### src/logic/axi_cmd_pkg.sv
package axi_cmd_pkg;

  localparam int WORD_W       = 32;
  localparam int HDR_WORDS    = 3;     // Command, count, address
  localparam int WR_BURST_MAX = 16;
  localparam int BUF_AW       = $clog2(WR_BURST_MAX);

  localparam int CFG_REGS         = 2;
  localparam int CFG_ADDR_FLAGS   = 0;
  localparam int CFG_ADDR_TIMEOUT = 1;

  localparam logic        DEF_WR_RESP = 1'b0;
  localparam logic        DEF_NACK    = 1'b0;
  localparam logic [31:0] DEF_TIMEOUT = 32'd100000000;  // One second at 100 MHz

  // Command field, bits 31 to 16 of header word 0
  localparam logic [15:0] CMD_PING  = 16'd0;
  localparam logic [15:0] CMD_WRITE = 16'd1;
  localparam logic [15:0] CMD_READ  = 16'd2;
  localparam logic [15:0] CMD_RESET = 16'd3;

  localparam int FLAG_CFG_SPACE = 0;
  localparam int FLAG_BURST     = 1;  // Low bit of the 2-bit burst type

  // Status word bits
  localparam int ST_CMPLT  = 0;
  localparam int ST_PING   = 1;
  localparam int ST_WRITE  = 2;
  localparam int ST_READ   = 3;
  localparam int ST_RESET  = 4;
  localparam int ST_CFG_WR = 5;
  localparam int ST_CFG_RD = 6;
  localparam int ST_UNREC  = 7;
  localparam int ST_BUS    = 8;  // Two bits of bresp

  // Sequencer states
  localparam logic [2:0] IDLE     = 3'd0;
  localparam logic [2:0] HEADER   = 3'd1;
  localparam logic [2:0] DISPATCH = 3'd2;
  localparam logic [2:0] DATA_IN  = 3'd3;
  localparam logic [2:0] BUS      = 3'd4;
  localparam logic [2:0] CFG_READ = 3'd5;
  localparam logic [2:0] RESPOND  = 3'd6;

  typedef enum logic [2:0] {
    KIND_PING,
    KIND_BUS_WRITE,
    KIND_CFG_WRITE,
    KIND_CFG_READ,
    KIND_RESET,
    KIND_UNREC
  } cmd_kind_e;

  // A config data word is either the flag set or the raw timeout
  typedef union packed {
    struct packed {
      logic [29:0] unused;
      logic        en_nack;
      logic        en_wr_resp;
    } flags;
    logic [31:0] timeout;
  } cfg_word_u;

endpackage

### src/logic/cmd_hdr_if.sv
interface cmd_hdr_if import axi_cmd_pkg::*; ();

  cmd_kind_e         kind;
  logic [1:0]        burst;
  logic [WORD_W-1:0] count;   // Data words that follow the header
  logic [WORD_W-1:0] addr;
  logic              valid;

  modport capture (
    output kind, burst, count, addr, valid
  );

  // Read side, for the sequencer, the config block and the AXI engine
  modport consume (
    input kind, burst, count, addr, valid
  );

endinterface

### src/logic/header_capture.sv
module header_capture import axi_cmd_pkg::*; (
  input  logic              clk,
  input  logic              w_rst,
  input  logic              i_word_stb,
  input  logic [WORD_W-1:0] i_word,
  input  logic              i_hdr_last,
  input  logic              i_hdr_clear,
  cmd_hdr_if.capture        hdr
);

  logic [WORD_W-1:0] r_word0;
  logic [WORD_W-1:0] r_word1;
  logic [15:0]       w_cmd;
  logic              w_cfg_space;
  cmd_kind_e         w_kind;

  // On the third strobe words 0 and 1 sit in the shift pair
  assign w_cmd       = r_word0[31:16];
  assign w_cfg_space = r_word0[FLAG_CFG_SPACE];

  always_comb begin
    case (w_cmd)
      CMD_PING:  w_kind = KIND_PING;
      CMD_WRITE: w_kind = w_cfg_space ? KIND_CFG_WRITE : KIND_BUS_WRITE;
      CMD_READ:  w_kind = w_cfg_space ? KIND_CFG_READ : KIND_UNREC;  // No bus reads
      CMD_RESET: w_kind = KIND_RESET;
      default:   w_kind = KIND_UNREC;
    endcase
  end

  always_ff @(posedge clk) begin
    if (i_word_stb) begin
      r_word0 <= r_word1;
      r_word1 <= i_word;
    end
    if (i_hdr_last) begin
      hdr.kind  <= w_kind;
      hdr.burst <= r_word0[FLAG_BURST +: 2];
      hdr.count <= r_word1;
      hdr.addr  <= i_word;   // Address is the word arriving now
    end
  end

  always_ff @(posedge clk) begin
    if (w_rst) begin
      hdr.valid <= 1'b0;
    end else if (i_hdr_last) begin
      hdr.valid <= 1'b1;
    end else if (i_hdr_clear) begin
      hdr.valid <= 1'b0;
    end
  end

endmodule

### src/logic/word_counter.sv
module word_counter import axi_cmd_pkg::*; (
  input  logic              clk,
  input  logic              w_rst,
  input  logic              i_clear,
  input  logic              i_step,
  input  logic [WORD_W-1:0] i_limit,
  output logic [WORD_W-1:0] o_count,
  output logic              o_last
);

  // Clear wins over a step in the same cycle
  always_ff @(posedge clk) begin
    if (w_rst || i_clear) begin
      o_count <= '0;
    end else if (i_step) begin
      o_count <= o_count + 32'd1;
    end
  end

  // Next step reaches the limit
  assign o_last = (o_count + 32'd1) == i_limit;

endmodule

### src/logic/cmd_sequencer.sv
module cmd_sequencer import axi_cmd_pkg::*; (
  input  logic              clk,
  input  logic              w_rst,
  input  logic              i_in_stb,
  cmd_hdr_if.consume        hdr,
  input  logic [WORD_W-1:0] i_cnt,
  input  logic              i_cnt_last,
  input  logic              i_wr_resp_en,
  input  logic              i_bus_done,
  output logic              o_cnt_clear,
  output logic              o_cnt_step,
  output logic [WORD_W-1:0] o_cnt_limit,
  output logic              o_hdr_last,
  output logic              o_hdr_clear,
  output logic              o_buf_push,
  output logic              o_cfg_wr,
  output logic              o_cfg_rd,
  output logic              o_cfg_reset,
  output logic              o_bus_start,
  output logic              o_status_send,
  output logic              o_out_sel_cfg,
  output logic              o_idle
);

  logic [2:0] r_state;
  logic       r_bus_start;
  logic       r_cfg_reset;
  logic       w_in_hdr;
  logic       w_hdr_stb;
  logic       w_is_write;
  logic       w_data_stb;
  logic       w_data_done;

  assign w_in_hdr   = (r_state == IDLE) || (r_state == HEADER);
  assign w_hdr_stb  = i_in_stb && w_in_hdr;
  assign w_is_write = (hdr.kind == KIND_BUS_WRITE) || (hdr.kind == KIND_CFG_WRITE);
  // Data may follow the header with no gap, so DISPATCH takes it too
  assign w_data_stb  = i_in_stb && w_is_write && ((r_state == DISPATCH) || (r_state == DATA_IN));
  assign w_data_done = w_data_stb && i_cnt_last;

  assign o_cnt_limit = w_in_hdr ? WORD_W'(HDR_WORDS) : hdr.count;
  assign o_cnt_step  = w_hdr_stb || w_data_stb || (r_state == CFG_READ);
  assign o_cnt_clear = o_hdr_last || (r_state == BUS) || (r_state == RESPOND) ||
                       ((r_state == CFG_READ) && i_cnt_last);

  assign o_hdr_last    = w_hdr_stb && i_cnt_last;
  assign o_hdr_clear   = (r_state == IDLE);
  assign o_buf_push    = w_data_stb && (hdr.kind == KIND_BUS_WRITE);
  assign o_cfg_wr      = w_data_stb && (hdr.kind == KIND_CFG_WRITE);
  assign o_cfg_rd      = (r_state == CFG_READ);
  assign o_out_sel_cfg = (r_state == CFG_READ);
  assign o_status_send = (r_state == RESPOND);
  assign o_bus_start   = r_bus_start;   // Buffer is readable one cycle after last push
  assign o_cfg_reset   = r_cfg_reset;
  assign o_idle        = (r_state == IDLE);

  always_ff @(posedge clk) begin
    if (w_rst) begin
      r_state     <= IDLE;
      r_bus_start <= 1'b0;
      r_cfg_reset <= 1'b0;
    end else begin
      r_bus_start <= w_data_done && (hdr.kind == KIND_BUS_WRITE);
      r_cfg_reset <= (r_state == DISPATCH) && (hdr.kind == KIND_RESET);
      case (r_state)
        IDLE: begin
          if (i_in_stb) r_state <= HEADER;
        end
        HEADER: begin
          if (o_hdr_last) r_state <= DISPATCH;
        end
        DISPATCH: begin
          if (w_is_write) begin
            r_state <= w_data_done ? BUS : DATA_IN;
          end else if (hdr.kind == KIND_RESET) begin
            r_state <= IDLE;  // Reset sends no status
          end else begin
            r_state <= RESPOND;
          end
        end
        DATA_IN: begin
          if (w_data_done) r_state <= BUS;
        end
        BUS: begin
          // Config writes pass straight through, flags already updated
          if ((hdr.kind == KIND_CFG_WRITE) || i_bus_done) begin
            r_state <= i_wr_resp_en ? RESPOND : IDLE;
          end
        end
        RESPOND: begin
          r_state <= (hdr.kind == KIND_CFG_READ) ? CFG_READ : IDLE;
        end
        CFG_READ: begin
          if (i_cnt_last) r_state <= IDLE;
        end
        default: r_state <= IDLE;
      endcase
    end
  end

  a_burst_count: assert property (@(posedge clk) disable iff (w_rst)
    (r_state == DISPATCH && hdr.kind == KIND_BUS_WRITE) |->
      (hdr.count >= 1 && hdr.count <= WR_BURST_MAX));

  // Counter and header agree for the whole data phase
  a_data_phase: assert property (@(posedge clk) disable iff (w_rst)
    (r_state == DATA_IN) |-> (hdr.valid && i_cnt < hdr.count));

endmodule

### src/logic/write_buffer.sv
module write_buffer import axi_cmd_pkg::*; (
  input  logic              clk,
  input  logic              w_rst,
  input  logic              i_push,
  input  logic [WORD_W-1:0] i_data,
  input  logic              i_pop,
  output logic [WORD_W-1:0] o_data,
  output logic              o_last,
  output logic              o_empty
);

  logic [WORD_W-1:0] r_mem [WR_BURST_MAX];
  logic [BUF_AW-1:0] r_wr_ptr;
  logic [BUF_AW-1:0] r_rd_ptr;
  logic [BUF_AW:0]   r_count;
  logic              w_full;

  always_ff @(posedge clk) begin
    if (i_push) r_mem[r_wr_ptr] <= i_data;
  end

  // Pointers wrap at 16
  always_ff @(posedge clk) begin
    if (w_rst) begin
      r_wr_ptr <= '0;
      r_rd_ptr <= '0;
      r_count  <= '0;
    end else begin
      if (i_push) r_wr_ptr <= r_wr_ptr + BUF_AW'(1);
      if (i_pop)  r_rd_ptr <= r_rd_ptr + BUF_AW'(1);
      case ({i_push, i_pop})
        2'b10:   r_count <= r_count + (BUF_AW + 1)'(1);
        2'b01:   r_count <= r_count - (BUF_AW + 1)'(1);
        default: r_count <= r_count;
      endcase
    end
  end

  assign o_data  = r_mem[r_rd_ptr];   // Head word, no read latency
  assign o_last  = (r_count == 1);
  assign o_empty = (r_count == 0);
  assign w_full  = (r_count == WR_BURST_MAX);

  a_no_overrun: assert property (@(posedge clk) disable iff (w_rst)
    !(i_push && w_full) && !(i_pop && o_empty));

endmodule

### src/logic/axi_write_engine.sv
module axi_write_engine import axi_cmd_pkg::*; (
  input  logic              clk,
  input  logic              w_rst,
  input  logic              i_start,
  cmd_hdr_if.consume        hdr,
  input  logic [WORD_W-1:0] i_buf_data,
  input  logic              i_buf_last,
  output logic              o_buf_pop,
  output logic [WORD_W-1:0] o_awaddr,
  output logic [7:0]        o_awlen,
  output logic [1:0]        o_awburst,
  output logic              o_awvalid,
  input  logic              i_awready,
  output logic [WORD_W-1:0] o_wdata,
  output logic              o_wlast,
  output logic              o_wvalid,
  input  logic              i_wready,
  input  logic [1:0]        i_bresp,
  input  logic              i_bvalid,
  output logic              o_bready,
  output logic [1:0]        o_bresp,
  output logic              o_done
);

  // Header holds steady for the whole burst
  assign o_awaddr  = hdr.addr;
  assign o_awlen   = hdr.count[7:0] - 8'd1;
  assign o_awburst = hdr.burst;

  // Data comes from the buffer head, which only moves on a beat
  assign o_wdata   = i_buf_data;
  assign o_wlast   = i_buf_last;
  assign o_buf_pop = o_wvalid && i_wready;
  assign o_done    = o_bready && i_bvalid;

  // Address, then data, then response
  always_ff @(posedge clk) begin
    if (w_rst) begin
      o_awvalid <= 1'b0;
      o_wvalid  <= 1'b0;
      o_bready  <= 1'b0;
      o_bresp   <= 2'b00;
    end else begin
      if (i_start) begin
        o_awvalid <= 1'b1;
      end else if (o_awvalid && i_awready) begin
        o_awvalid <= 1'b0;
        o_wvalid  <= 1'b1;
      end
      if (o_wvalid && i_wready && i_buf_last) begin
        o_wvalid <= 1'b0;
        o_bready <= 1'b1;
      end
      if (o_done) begin
        o_bready <= 1'b0;
        o_bresp  <= i_bresp;  // Kept for the status word
      end
    end
  end

  a_aw_hold: assert property (@(posedge clk) disable iff (w_rst)
    (o_awvalid && !i_awready) |=>
      (o_awvalid && $stable(o_awaddr) && $stable(o_awlen) && $stable(o_awburst)));

  a_w_hold: assert property (@(posedge clk) disable iff (w_rst)
    (o_wvalid && !i_wready) |=> (o_wvalid && $stable(o_wdata) && $stable(o_wlast)));

endmodule

### src/logic/master_config.sv
module master_config import axi_cmd_pkg::*; (
  input  logic              clk,
  input  logic              w_rst,
  input  logic              i_wr,
  input  logic [WORD_W-1:0] i_rd_addr_off,
  input  cfg_word_u         i_data,
  input  logic              i_reset,
  cmd_hdr_if.consume        hdr,
  input  logic [1:0]        i_bresp,
  input  logic              i_sel_cfg,
  output logic              o_wr_resp_en,
  output logic [WORD_W-1:0] o_out_data
);

  logic              r_en_nack;
  logic              r_en_wr_resp;
  logic [WORD_W-1:0] r_timeout;   // Stored only, no timer behind it
  logic [WORD_W-1:0] w_addr;
  cfg_word_u         w_rd_word;
  logic [WORD_W-1:0] w_status;

  assign w_addr = hdr.addr + i_rd_addr_off;

  always_ff @(posedge clk) begin
    if (w_rst || i_reset) begin
      r_en_nack    <= DEF_NACK;
      r_en_wr_resp <= DEF_WR_RESP;
      r_timeout    <= DEF_TIMEOUT;
    end else if (i_wr) begin
      case (w_addr)
        CFG_ADDR_FLAGS: begin
          r_en_nack    <= i_data.flags.en_nack;
          r_en_wr_resp <= i_data.flags.en_wr_resp;
        end
        CFG_ADDR_TIMEOUT: r_timeout <= i_data.timeout;
        default: begin
        end
      endcase
    end
  end

  // Reads past the register set return zero
  always_comb begin
    w_rd_word = '0;
    if (w_addr < CFG_REGS) begin
      if (w_addr == CFG_ADDR_TIMEOUT) begin
        w_rd_word.timeout = r_timeout;
      end else begin
        w_rd_word.flags.en_nack    = r_en_nack;
        w_rd_word.flags.en_wr_resp = r_en_wr_resp;
      end
    end
  end

  always_comb begin
    w_status              = '0;
    w_status[ST_CMPLT]    = 1'b1;
    w_status[ST_PING]     = (hdr.kind == KIND_PING);
    w_status[ST_WRITE]    = (hdr.kind == KIND_BUS_WRITE);
    w_status[ST_READ]     = 1'b0;   // Bus reads not supported
    w_status[ST_RESET]    = (hdr.kind == KIND_RESET);
    w_status[ST_CFG_WR]   = (hdr.kind == KIND_CFG_WRITE);
    w_status[ST_CFG_RD]   = (hdr.kind == KIND_CFG_READ);
    w_status[ST_UNREC]    = (hdr.kind == KIND_UNREC);
    w_status[ST_BUS +: 2] = i_bresp;
  end

  assign o_out_data   = i_sel_cfg ? w_rd_word : w_status;
  assign o_wr_resp_en = r_en_wr_resp;

endmodule

### src/logic/axi_master_top.sv
module axi_master_top import axi_cmd_pkg::*; (
  input  logic              clk,
  input  logic              w_rst,
  input  logic              i_in_stb,
  input  logic [WORD_W-1:0] i_in_data,
  output logic              o_out_stb,
  output logic [WORD_W-1:0] o_out_data,
  output logic              o_idle,
  output logic [WORD_W-1:0] o_awaddr,
  output logic [7:0]        o_awlen,
  output logic [1:0]        o_awburst,
  output logic              o_awvalid,
  input  logic              i_awready,
  output logic [WORD_W-1:0] o_wdata,
  output logic              o_wlast,
  output logic              o_wvalid,
  input  logic              i_wready,
  input  logic [1:0]        i_bresp,
  input  logic              i_bvalid,
  output logic              o_bready,
  output logic              o_areset_n
);

  logic [WORD_W-1:0] w_cnt;
  logic [WORD_W-1:0] w_cnt_limit;
  logic              w_cnt_last;
  logic              w_cnt_clear;
  logic              w_cnt_step;
  logic              w_hdr_last;
  logic              w_hdr_clear;
  logic              w_buf_push;
  logic              w_buf_pop;
  logic              w_buf_last;
  logic [WORD_W-1:0] w_buf_data;
  logic              w_cfg_wr;
  logic              w_cfg_rd;
  logic              w_cfg_reset;
  logic              w_bus_start;
  logic              w_bus_done;
  logic [1:0]        w_bresp;
  logic              w_status_send;
  logic              w_out_sel_cfg;
  logic              w_wr_resp_en;

  cmd_hdr_if u_hdr ();

  assign o_out_stb  = w_status_send || w_cfg_rd;  // Status, then config words
  assign o_areset_n = ~w_cfg_reset;

  header_capture u_header_capture (
    .clk         (clk),
    .w_rst       (w_rst),
    .i_word_stb  (i_in_stb),
    .i_word      (i_in_data),
    .i_hdr_last  (w_hdr_last),
    .i_hdr_clear (w_hdr_clear),
    .hdr         (u_hdr)
  );

  word_counter u_word_counter (
    .clk     (clk),
    .w_rst   (w_rst),
    .i_clear (w_cnt_clear),
    .i_step  (w_cnt_step),
    .i_limit (w_cnt_limit),
    .o_count (w_cnt),
    .o_last  (w_cnt_last)
  );

  cmd_sequencer u_cmd_sequencer (
    .clk           (clk),
    .w_rst         (w_rst),
    .i_in_stb      (i_in_stb),
    .hdr           (u_hdr),
    .i_cnt         (w_cnt),
    .i_cnt_last    (w_cnt_last),
    .i_wr_resp_en  (w_wr_resp_en),
    .i_bus_done    (w_bus_done),
    .o_cnt_clear   (w_cnt_clear),
    .o_cnt_step    (w_cnt_step),
    .o_cnt_limit   (w_cnt_limit),
    .o_hdr_last    (w_hdr_last),
    .o_hdr_clear   (w_hdr_clear),
    .o_buf_push    (w_buf_push),
    .o_cfg_wr      (w_cfg_wr),
    .o_cfg_rd      (w_cfg_rd),
    .o_cfg_reset   (w_cfg_reset),
    .o_bus_start   (w_bus_start),
    .o_status_send (w_status_send),
    .o_out_sel_cfg (w_out_sel_cfg),
    .o_idle        (o_idle)
  );

  write_buffer u_write_buffer (
    .clk     (clk),
    .w_rst   (w_rst),
    .i_push  (w_buf_push),
    .i_data  (i_in_data),
    .i_pop   (w_buf_pop),
    .o_data  (w_buf_data),
    .o_last  (w_buf_last),
    .o_empty ()
  );

  axi_write_engine u_axi_write_engine (
    .clk        (clk),
    .w_rst      (w_rst),
    .i_start    (w_bus_start),
    .hdr        (u_hdr),
    .i_buf_data (w_buf_data),
    .i_buf_last (w_buf_last),
    .o_buf_pop  (w_buf_pop),
    .o_awaddr   (o_awaddr),
    .o_awlen    (o_awlen),
    .o_awburst  (o_awburst),
    .o_awvalid  (o_awvalid),
    .i_awready  (i_awready),
    .o_wdata    (o_wdata),
    .o_wlast    (o_wlast),
    .o_wvalid   (o_wvalid),
    .i_wready   (i_wready),
    .i_bresp    (i_bresp),
    .i_bvalid   (i_bvalid),
    .o_bready   (o_bready),
    .o_bresp    (w_bresp),
    .o_done     (w_bus_done)
  );

  master_config u_master_config (
    .clk           (clk),
    .w_rst         (w_rst),
    .i_wr          (w_cfg_wr),
    .i_rd_addr_off (w_cnt),
    .i_data        (i_in_data),
    .i_reset       (w_cfg_reset),
    .hdr           (u_hdr),
    .i_bresp       (w_bresp),
    .i_sel_cfg     (w_out_sel_cfg),
    .o_wr_resp_en  (w_wr_resp_en),
    .o_out_data    (o_out_data)
  );

endmodule

### config.mk
export PLATFORM = sky130hd
export DESIGN_NAME = axi_master_top
export DESIGN_NICKNAME = d
export VERILOG_FILES = /design/src/logic/axi_cmd_pkg.sv /design/src/logic/cmd_hdr_if.sv /design/src/logic/header_capture.sv /design/src/logic/word_counter.sv /design/src/logic/cmd_sequencer.sv /design/src/logic/write_buffer.sv /design/src/logic/axi_write_engine.sv /design/src/logic/master_config.sv /design/src/logic/axi_master_top.sv
export SDC_FILE = /design/constraint.sdc
export NUM_CORES = 1
export LEC_CHECK = 0
export BUFFER_PORTS_ARGS = -buffer_cell sky130_fd_sc_hd__buf_2
export CORE_MARGIN = 5
export CORE_UTILIZATION = 45
export DETAILED_ROUTE_END_ITERATION = 10
export RECOVER_POWER = 100
export SLEW_MARGIN = 10
export SYNTH_ARGS = -nofsm -noshare
export SYNTH_HDL_FRONTEND = slang
export SYNTH_SLANG_ARGS = --single-unit
### constraint.sdc
create_clock -name clk -period 7.5 [get_ports clk]
set_input_delay 1.5 -clock clk [delete_from_list [all_inputs] [get_ports clk]]
set_output_delay 1.5 -clock clk [all_outputs]
set_load 0.005 [all_outputs]
==> reports/metrics.yaml, run 1 <==
place:
  gp_congestion: 0.9423
  io_buffers: 152
  place_worst_setup_slack_ns: 2.101
  placed_cells: 3063
  place_hpwl_um: 54950
layout:
  n_fill_cell: 5790
  multiInputGateArea_um2: 10080
  instances_no_fill: 3202
  final_cell_mix: "632 x edfxtp_1, 182 x clkbuf_1, 160 x mux4_2"
  area_growth_pct: 12.59
  layout_commonest_cell: "edfxtp_1"
  regArea_um2: 20850
  n_antenna_cell: 0
  drive_gt1_frac: 0.1441
  final_nets: 2283
timing:
  rsz0062_at_grt: "false"
  fmax_mhz: 154.1
  finalSetupViolations: 0
  fin_ws_ns: 1.010
  min_period_ns: 6.490
  whs_ns: 0.4169
  hold_viol: 0
  drv_slew: 685
  finClkSkew_ns: 0.02651
  worst_pin_slew_ns: 3.353
  setup_tns_ns: 0
  timing.final.crit_share: 0.8654
  relSlewSlack: -1.236
setup_path:
  r2r_end: "u_master_config.r_timeout[10]"
  required_ns: 6.00
  cp_max_fo: 18
  critPathBufInv: 2
  crit_arrival_ns: 4.99
  cp_top_family: "simple AND/OR/NAND/NOR gates"
  path_depth: 12
  r2r_slack_ns: 1.08
  worst_setup_path_end_kind: "output pin"
  rr_startpoint: "u_header_capture.hdr.addr[0]"
  reg2regPathDepth: 12
  crit_path_top_delay_cell: "dfxtp_1"
  path_class: "reg -> out"
  critPathLaunchType: "flop"
  critical_path.cell_chain: "ha_1 > or2_0 > a31oi_1 > xnor2_1 > or4b_2 > o211ai_1 > o211ai_1 > nor4_1 > nand4b_1 > clkbuf_1 > nor3_1 > clkbuf_1"
  critPathLaunch: "u_word_counter.o_count[25]"
  cpPeakStageDelay_ns: 0.70
logic_synthesis:
  yosys_register_bits: 725
  yosys.cell_types.count: 78
  syn-cell-area_um2: 31570
  synth-edff-count: 632
  ys.flop_type: "edfxtp_1"
  yosysWarnings: 0
  avgSynthCellArea_um2: 15.42
  syn_nets: 2130
  syn_inst: 2047
  async_flop_share: 0
  synth_seq_area_share: 0.6602
floorplanning:
  die_x_um: 274.9
  initial_core_util: 0.4523
  die_area_um2: 75540
  die_h_um: 274.9
  ios: 153
  row_count: 97
  coreArea_um2: 69790
grt:
  grt_pass1_vias: 18980
  antenna_found_initial: 3
  track_usage: 0.2229
  grt_max_degree: 64
  overflow: 0
  grt_pass1_wl_um: 124300
pwr:
  pwr-share-clk: 0.424
  p_seq_frac: 0.515
  switchingPower_uw: 1910
  combPwrFrac: 0.060
  ir_drop_uv: 173.3
  leakagePower_uw: 0.01118
  p_sw_frac: 0.2210
  p_per_area_nw_per_um2: 243.1
  p_int_uw: 6729
detailed_routing:
  drtIter0Drc: 1887
  detail_route.drc_violations: 0
  ant_nets: 0
  wl_um: 85000
  detail_route.first_pass.iterations: 5
  routed_via_density: 5.895
  route.detailed.wl_per_inst_um: 26.55
  route.vias.total: 18880
clocking:
  clkSlewWorstSetupHoldPaths_ns: 0.07
  ctsHoldBuffers: 0
  cts_setup_buffers: 0
  clkSinkCount: 725
  cts_buffer_depth: 3
  cts_tree: "built"
  cts_inserted_buffers: 75
  cts_max_level: 3
  clk_latency_ns: 0.61
  cts_root_buf: "clkbuf_16"
  post_cts_resized: 0
status:
  status: "complete, but fails checks"
  violations: "max-capacitance violations, max-slew violations"
min_path:
  hold_path_class: "reg -> reg"
  holdCritStartpoint: "u_header_capture.r_word0[2]"
  hold_end: "u_header_capture.hdr.burst[1]"
  holdPathStages: 0
run:
  maxCapViolations: 26
power by group through the flow:
stage	Clock [µW]	Combinational, µW	Sequential [µW]
3_5_place_dp	0	534	4530
2_1_floorplan	0	324	4520
5_1_grt	3930	563	4460
3_3_place_gp	0	525	4530
6_report	3660	522	4450
4_1_cts	3750	536	4450
flip-flops by register name, summed over array words and instances (netlist names), named ones only:
| name | flops |
|---|---|
| u_axi_write_engine.o_bready | 1 |
| u_header_capture.r_word1 | 32 |
| u_header_capture.hdr.count | 32 |
| u_master_config.o_wr_resp_en | 1 |
| u_write_buffer.r_wr_ptr | 4 |
| u_master_config.r_en_nack | 1 |
| u_axi_write_engine.o_bresp | 2 |
| u_header_capture.hdr.addr | 32 |
| u_cmd_sequencer.o_cfg_reset | 1 |
| u_header_capture.r_word0 | 19 |
| u_master_config.r_timeout | 32 |
| u_write_buffer.r_mem | 512 |
| u_axi_write_engine.o_wvalid | 1 |
| u_cmd_sequencer.r_state | 3 |
| u_axi_write_engine.o_awvalid | 1 |
| u_write_buffer.r_rd_ptr | 4 |
| u_header_capture.hdr.kind | 3 |
| u_word_counter.o_count | 32 |
| u_header_capture.hdr.burst | 2 |
| u_write_buffer.r_count | 5 |
| u_cmd_sequencer.o_bus_start | 1 |
layer usage:
metal / track usage / wire length, µm
met1: 0.3021 / 35960
met2: 0.3768 / 42250
met3: 0.02695 / 4145
met4: 0.07793 / 2635
met5: 0 / 11
final cells by class:
type,instances,area share
well taps,940,0.03309
clock buffers,109,0.05872
repair buffers,193,0.02295
multi-input cells,1150,0.2836
clock inverters,30,0.009224
flip-flops and latches,725,0.5866
inverters,55,0.005809
worst reg2reg max path: cells and delay by family (launching register included):
kind / cells / cell delay [ns]
buf+inv: 1 / 2.38
simple gates: 6 / 1.69
fa+ha+maj: 2 / 0.70
compound gates: 2 / 0.67
flops: 1 / 0.41
mux: 1 / 0.32
how the worst max path moves through the flow:
stage,end
2_1_floorplan,u_header_capture.hdr.addr[0]
3_3_place_gp,o_out_data[6]
3_5_place_dp,o_out_data[1]
4_1_cts,o_out_data[1]
5_1_grt,o_out_data[17]
6_report,o_out_data[28]
cells in the mapped netlist (all sizes together) (4+ instances only):
cell | number | share of area
nor2b | 13 | 0.0026
nand3 | 48 | 0.0076
xor2 | 62 | 0.017
o211ai | 9 | 0.0021
dfxtp | 93 | 0.059
o221ai | 5 | 0.0014
o21ai | 55 | 0.0087
o21a | 12 | 0.0029
nor2 | 103 | 0.012
or2 | 5 | 0.00099
ha | 42 | 0.017
nor3b | 4 | 0.00095
and3 | 19 | 0.0038
o22ai | 4 | 0.00079
buf | 31 | 0.0044
mux2i | 49 | 0.016
nor4b | 10 | 0.0033
mux4 | 160 | 0.11
edfxtp | 632 | 0.60
and2 | 14 | 0.0028
nor3 | 86 | 0.014
or3 | 10 | 0.0021
nand2 | 124 | 0.015
nand4 | 35 | 0.0074
o31ai | 12 | 0.0029
nand2b | 10 | 0.0020
a31oi | 20 | 0.0040
or4 | 9 | 0.0023
and4 | 14 | 0.0039
nand3b | 7 | 0.0017
a211oi | 13 | 0.0031
nor4 | 17 | 0.0036
inv | 55 | 0.0065
a21o | 15 | 0.0036
a21oi | 62 | 0.0098
xnor2 | 42 | 0.012
clkbuf | 86 | 0.010
cells by family (layout without fill, tap and decap cells):
family | after synthesis | in the layout | synth area share
compound gates | 251 | 251 | 0.05260
xor+xnor | 104 | 104 | 0.02886
fa+ha+maj | 43 | 43 | 0.01728
buf+inv | 172 | 387 | 0.02121
flops | 725 | 725 | 0.6602
mux | 212 | 212 | 0.1308
simple gates | 540 | 540 | 0.08907
per-stage QoR:
stage | cell area, µm² | util | power, µW
global placement | 33510 | 0.4801 | 5057
detailed placement | 33510 | 0.4801 | 5069
finish | 35540 | 0.5093 | 8639
global route | 35540 | 0.5093 | 8945
floorplan | 31570 | - | 4842
CTS | 35920 | 0.5147 | 8736
Note: power is estimated with default switching activity, not from simulation.
==> run 2, diff against run 1 <==
- ABC_AREA: not set -> 1
- CORE_UTILIZATION: 45 -> 56
- PLACE_DENSITY: not set -> 0.73
- SYNTH_HIERARCHICAL: not set -> 1
==> reports/metrics.yaml, run 2 <==
logic_synthesis:
  avgSynthCellArea_um2: 8.978
  syn-cell-area_um2: 35640
  syn_nets: 4052
  yosysWarnings: 6
  syn_inst: 3969
timing:
  drv_slew: 353
  min_period_ns: 6.603
  finClkSkew_ns: 0.02728
  setup_tns_ns: 0
  worst_pin_slew_ns: 3.073
  rsz0062_at_grt: "false"
  finalSetupViolations: 0
  relSlewSlack: -1.049
  hold_viol: 0
  whs_ns: 0.4171
  fmax_mhz: 151.5
  timing.final.crit_share: 0.8803
floorplanning:
  coreArea_um2: 63080
  initial_core_util: 0.5649
  die_h_um: 262.3
  row_count: 92
  die_area_um2: 68780
  ios: 153
  die_x_um: 262.3
setup_path:
  critical_path.cell_chain: "ha_1 > fa_1 > nand3_1 > nand3_1 > nand2_1 > nand2_1 > nand3_1 > nand3b_1 > nand2_1 > nand3_1 > nor2_1 > nand3_1 > nor2_4 > nand4_2 > nor2_1 > buf_2"
  crit_arrival_ns: 5.10
  critPathLaunchType: "flop"
  crit_top_cell: "nand3_1"
  critPathBufInv: 1
  rr_startpoint: "u_cmd_sequencer/r_state[0]"
  worst_setup_path_end_kind: "output pin"
  cp_top_family: "simple AND/OR/NAND/NOR gates"
  r2r_slack_ns: 1.73
  cpPeakStageDelay_ns: 1.01
  required_ns: 6.00
  r2r_end: "u_header_capture/hdr.addr[14]"
  path_class: "reg -> out"
  reg2regPathDepth: 18
  cp_max_fo: 34
  crit_path_top_delay_cell: "nand4_2"
pwr:
  leakagePower_uw: 0.01707
  pwr-share-clk: 0.374
  total_power_uw: 9794
  p_seq_frac: 0.471
  p_sw_frac: 0.2792
  ir_drop_uv: 196.8
  p_per_area_nw_per_um2: 253.6
  switchingPower_uw: 2735
  p_int_uw: 7059
  combPwrFrac: 0.156
min_path:
  holdPathStages: 0
  holdCritStartpoint: "u_header_capture/r_word1[13]"
  hold_path_class: "reg -> reg"
  hold_end: "u_header_capture/hdr.count[13]"
layout:
  fin_area_um2: 38620
  max_flop_register: "u_write_buffer/r_mem"
  largest_register_ffs: 512
  area_growth_pct: 8.385
  layout_commonest_cell: "nand2_1"
  drive_gt1_frac: 0.06874
  final_cell_mix: "1219 x nand2_1, 715 x inv_1, 632 x edfxtp_1"
  n_fill_cell: 5317
  final_nets: 4112
detailed_routing:
  detail_route.first_pass.iterations: 6
  drtIter0Drc: 2549
  ant_nets: 0
  routed_via_density: 5.354
  detail_route.drc_violations: 0
  route.vias.total: 26440
  route.detailed.wl_per_inst_um: 19.26
  wl_um: 95100
grt:
  track_usage: 0.2677
  overflow: 0
  grt_max_degree: 194
  grt_pass1_wl_um: 144000
  antenna_found_initial: 4
  grt_pass1_vias: 25010
status:
  status: "complete, but fails checks"
  violations: "max-capacitance violations, max-slew violations"
clocking:
  cts_root_buf: "clkbuf_16"
  cts_tree: "built"
  ctsHoldBuffers: 0
  cts_inserted_buffers: 77
  cts_setup_buffers: 0
  cts_max_level: 3
  clk_latency_ns: 0.62
  clkSinkCount: 725
  clkSlewWorstSetupHoldPaths_ns: 0.06
  post_cts_resized: 0
  cts_buffer_depth: 3
run:
  maxCapViolations: 6
place:
  placed_cell_area_um2: 36480
  io_buffers: 152
  gp_congestion: 0.9755
  place_hpwl_um: 58680
[run 2: changes by cell type in the layout (fill, tap and decap cells not counted), moves of 38 or more]
cell	delta
xor2_1	-47
xnor2_1	-38
mux2i_1	-49
inv_1	+660
mux4_2	-160
nor3_1	-77
nor2_1	+103
clkbuf_1	-47
nand2_1	+1095
nand3_1	+473
[run 2: metrics by stage]
step | worst slack, ns | utilization | std cells
floorplan | 3.498 | - | 3969
global placement | 2.118 | 0.5783 | 4796
detailed placement | 1.979 | 0.5783 | 4796
CTS | 1.247 | 0.6168 | 4934
global route | 0.5436 | 0.6121 | 4934
finish | 0.8974 | 0.6123 | 4938
[run 2: layout make-up]
type | count | area, µm² | area share
clock buffers | 100 | 2066 | 0.05348
clock inverters | 38 | 361.6 | 0.009362
flip-flops and latches | 725 | 20850 | 0.5398
inverters | 727 | 2739 | 0.07091
diodes | 4 | 10.01 | 0.0002592
well taps | 846 | 1059 | 0.02741
multi-input cells | 2312 | 10720 | 0.2775
repair buffers | 186 | 822.0 | 0.02128
[run 2: worst max-delay path by stage]
stage / cells after the start / end / start
6_report: 16 / o_out_data[28] / u_header_capture/hdr.addr[0]
5_1_grt: 9 / u_write_buffer/r_mem[13][8] / i_in_stb
2_1_floorplan: 16 / o_out_data[11] / u_header_capture/hdr.addr[0]
3_3_place_gp: 16 / o_out_data[10] / u_header_capture/hdr.addr[0]
4_1_cts: 16 / o_out_data[26] / u_header_capture/hdr.addr[0]
3_5_place_dp: 16 / o_out_data[26] / u_header_capture/hdr.addr[0]
[run 2: metal layers]
| layer | up-vias | share of wire | track usage |
|---|---|---|---|
| li1 | 12720 | - | - |
| met1 | 12420 | 0.40 | 0.3495 |
| met2 | 1086 | 0.49 | 0.4527 |
| met3 | 208 | 0.074 | 0.03739 |
| met4 | 0 | 0.040 | 0.1133 |
| met5 | - | 0 | 0 |
[run 2: power groups by stage]
stage	sequential, µW	combinational (µW)	clock [µW]
2_1_floorplan	4640	1100	0
3_3_place_gp	4680	1500	0
3_5_place_dp	4690	1510	0
4_1_cts	4600	1520	3720
5_1_grt	4620	1700	3900
6_report	4610	1530	3660
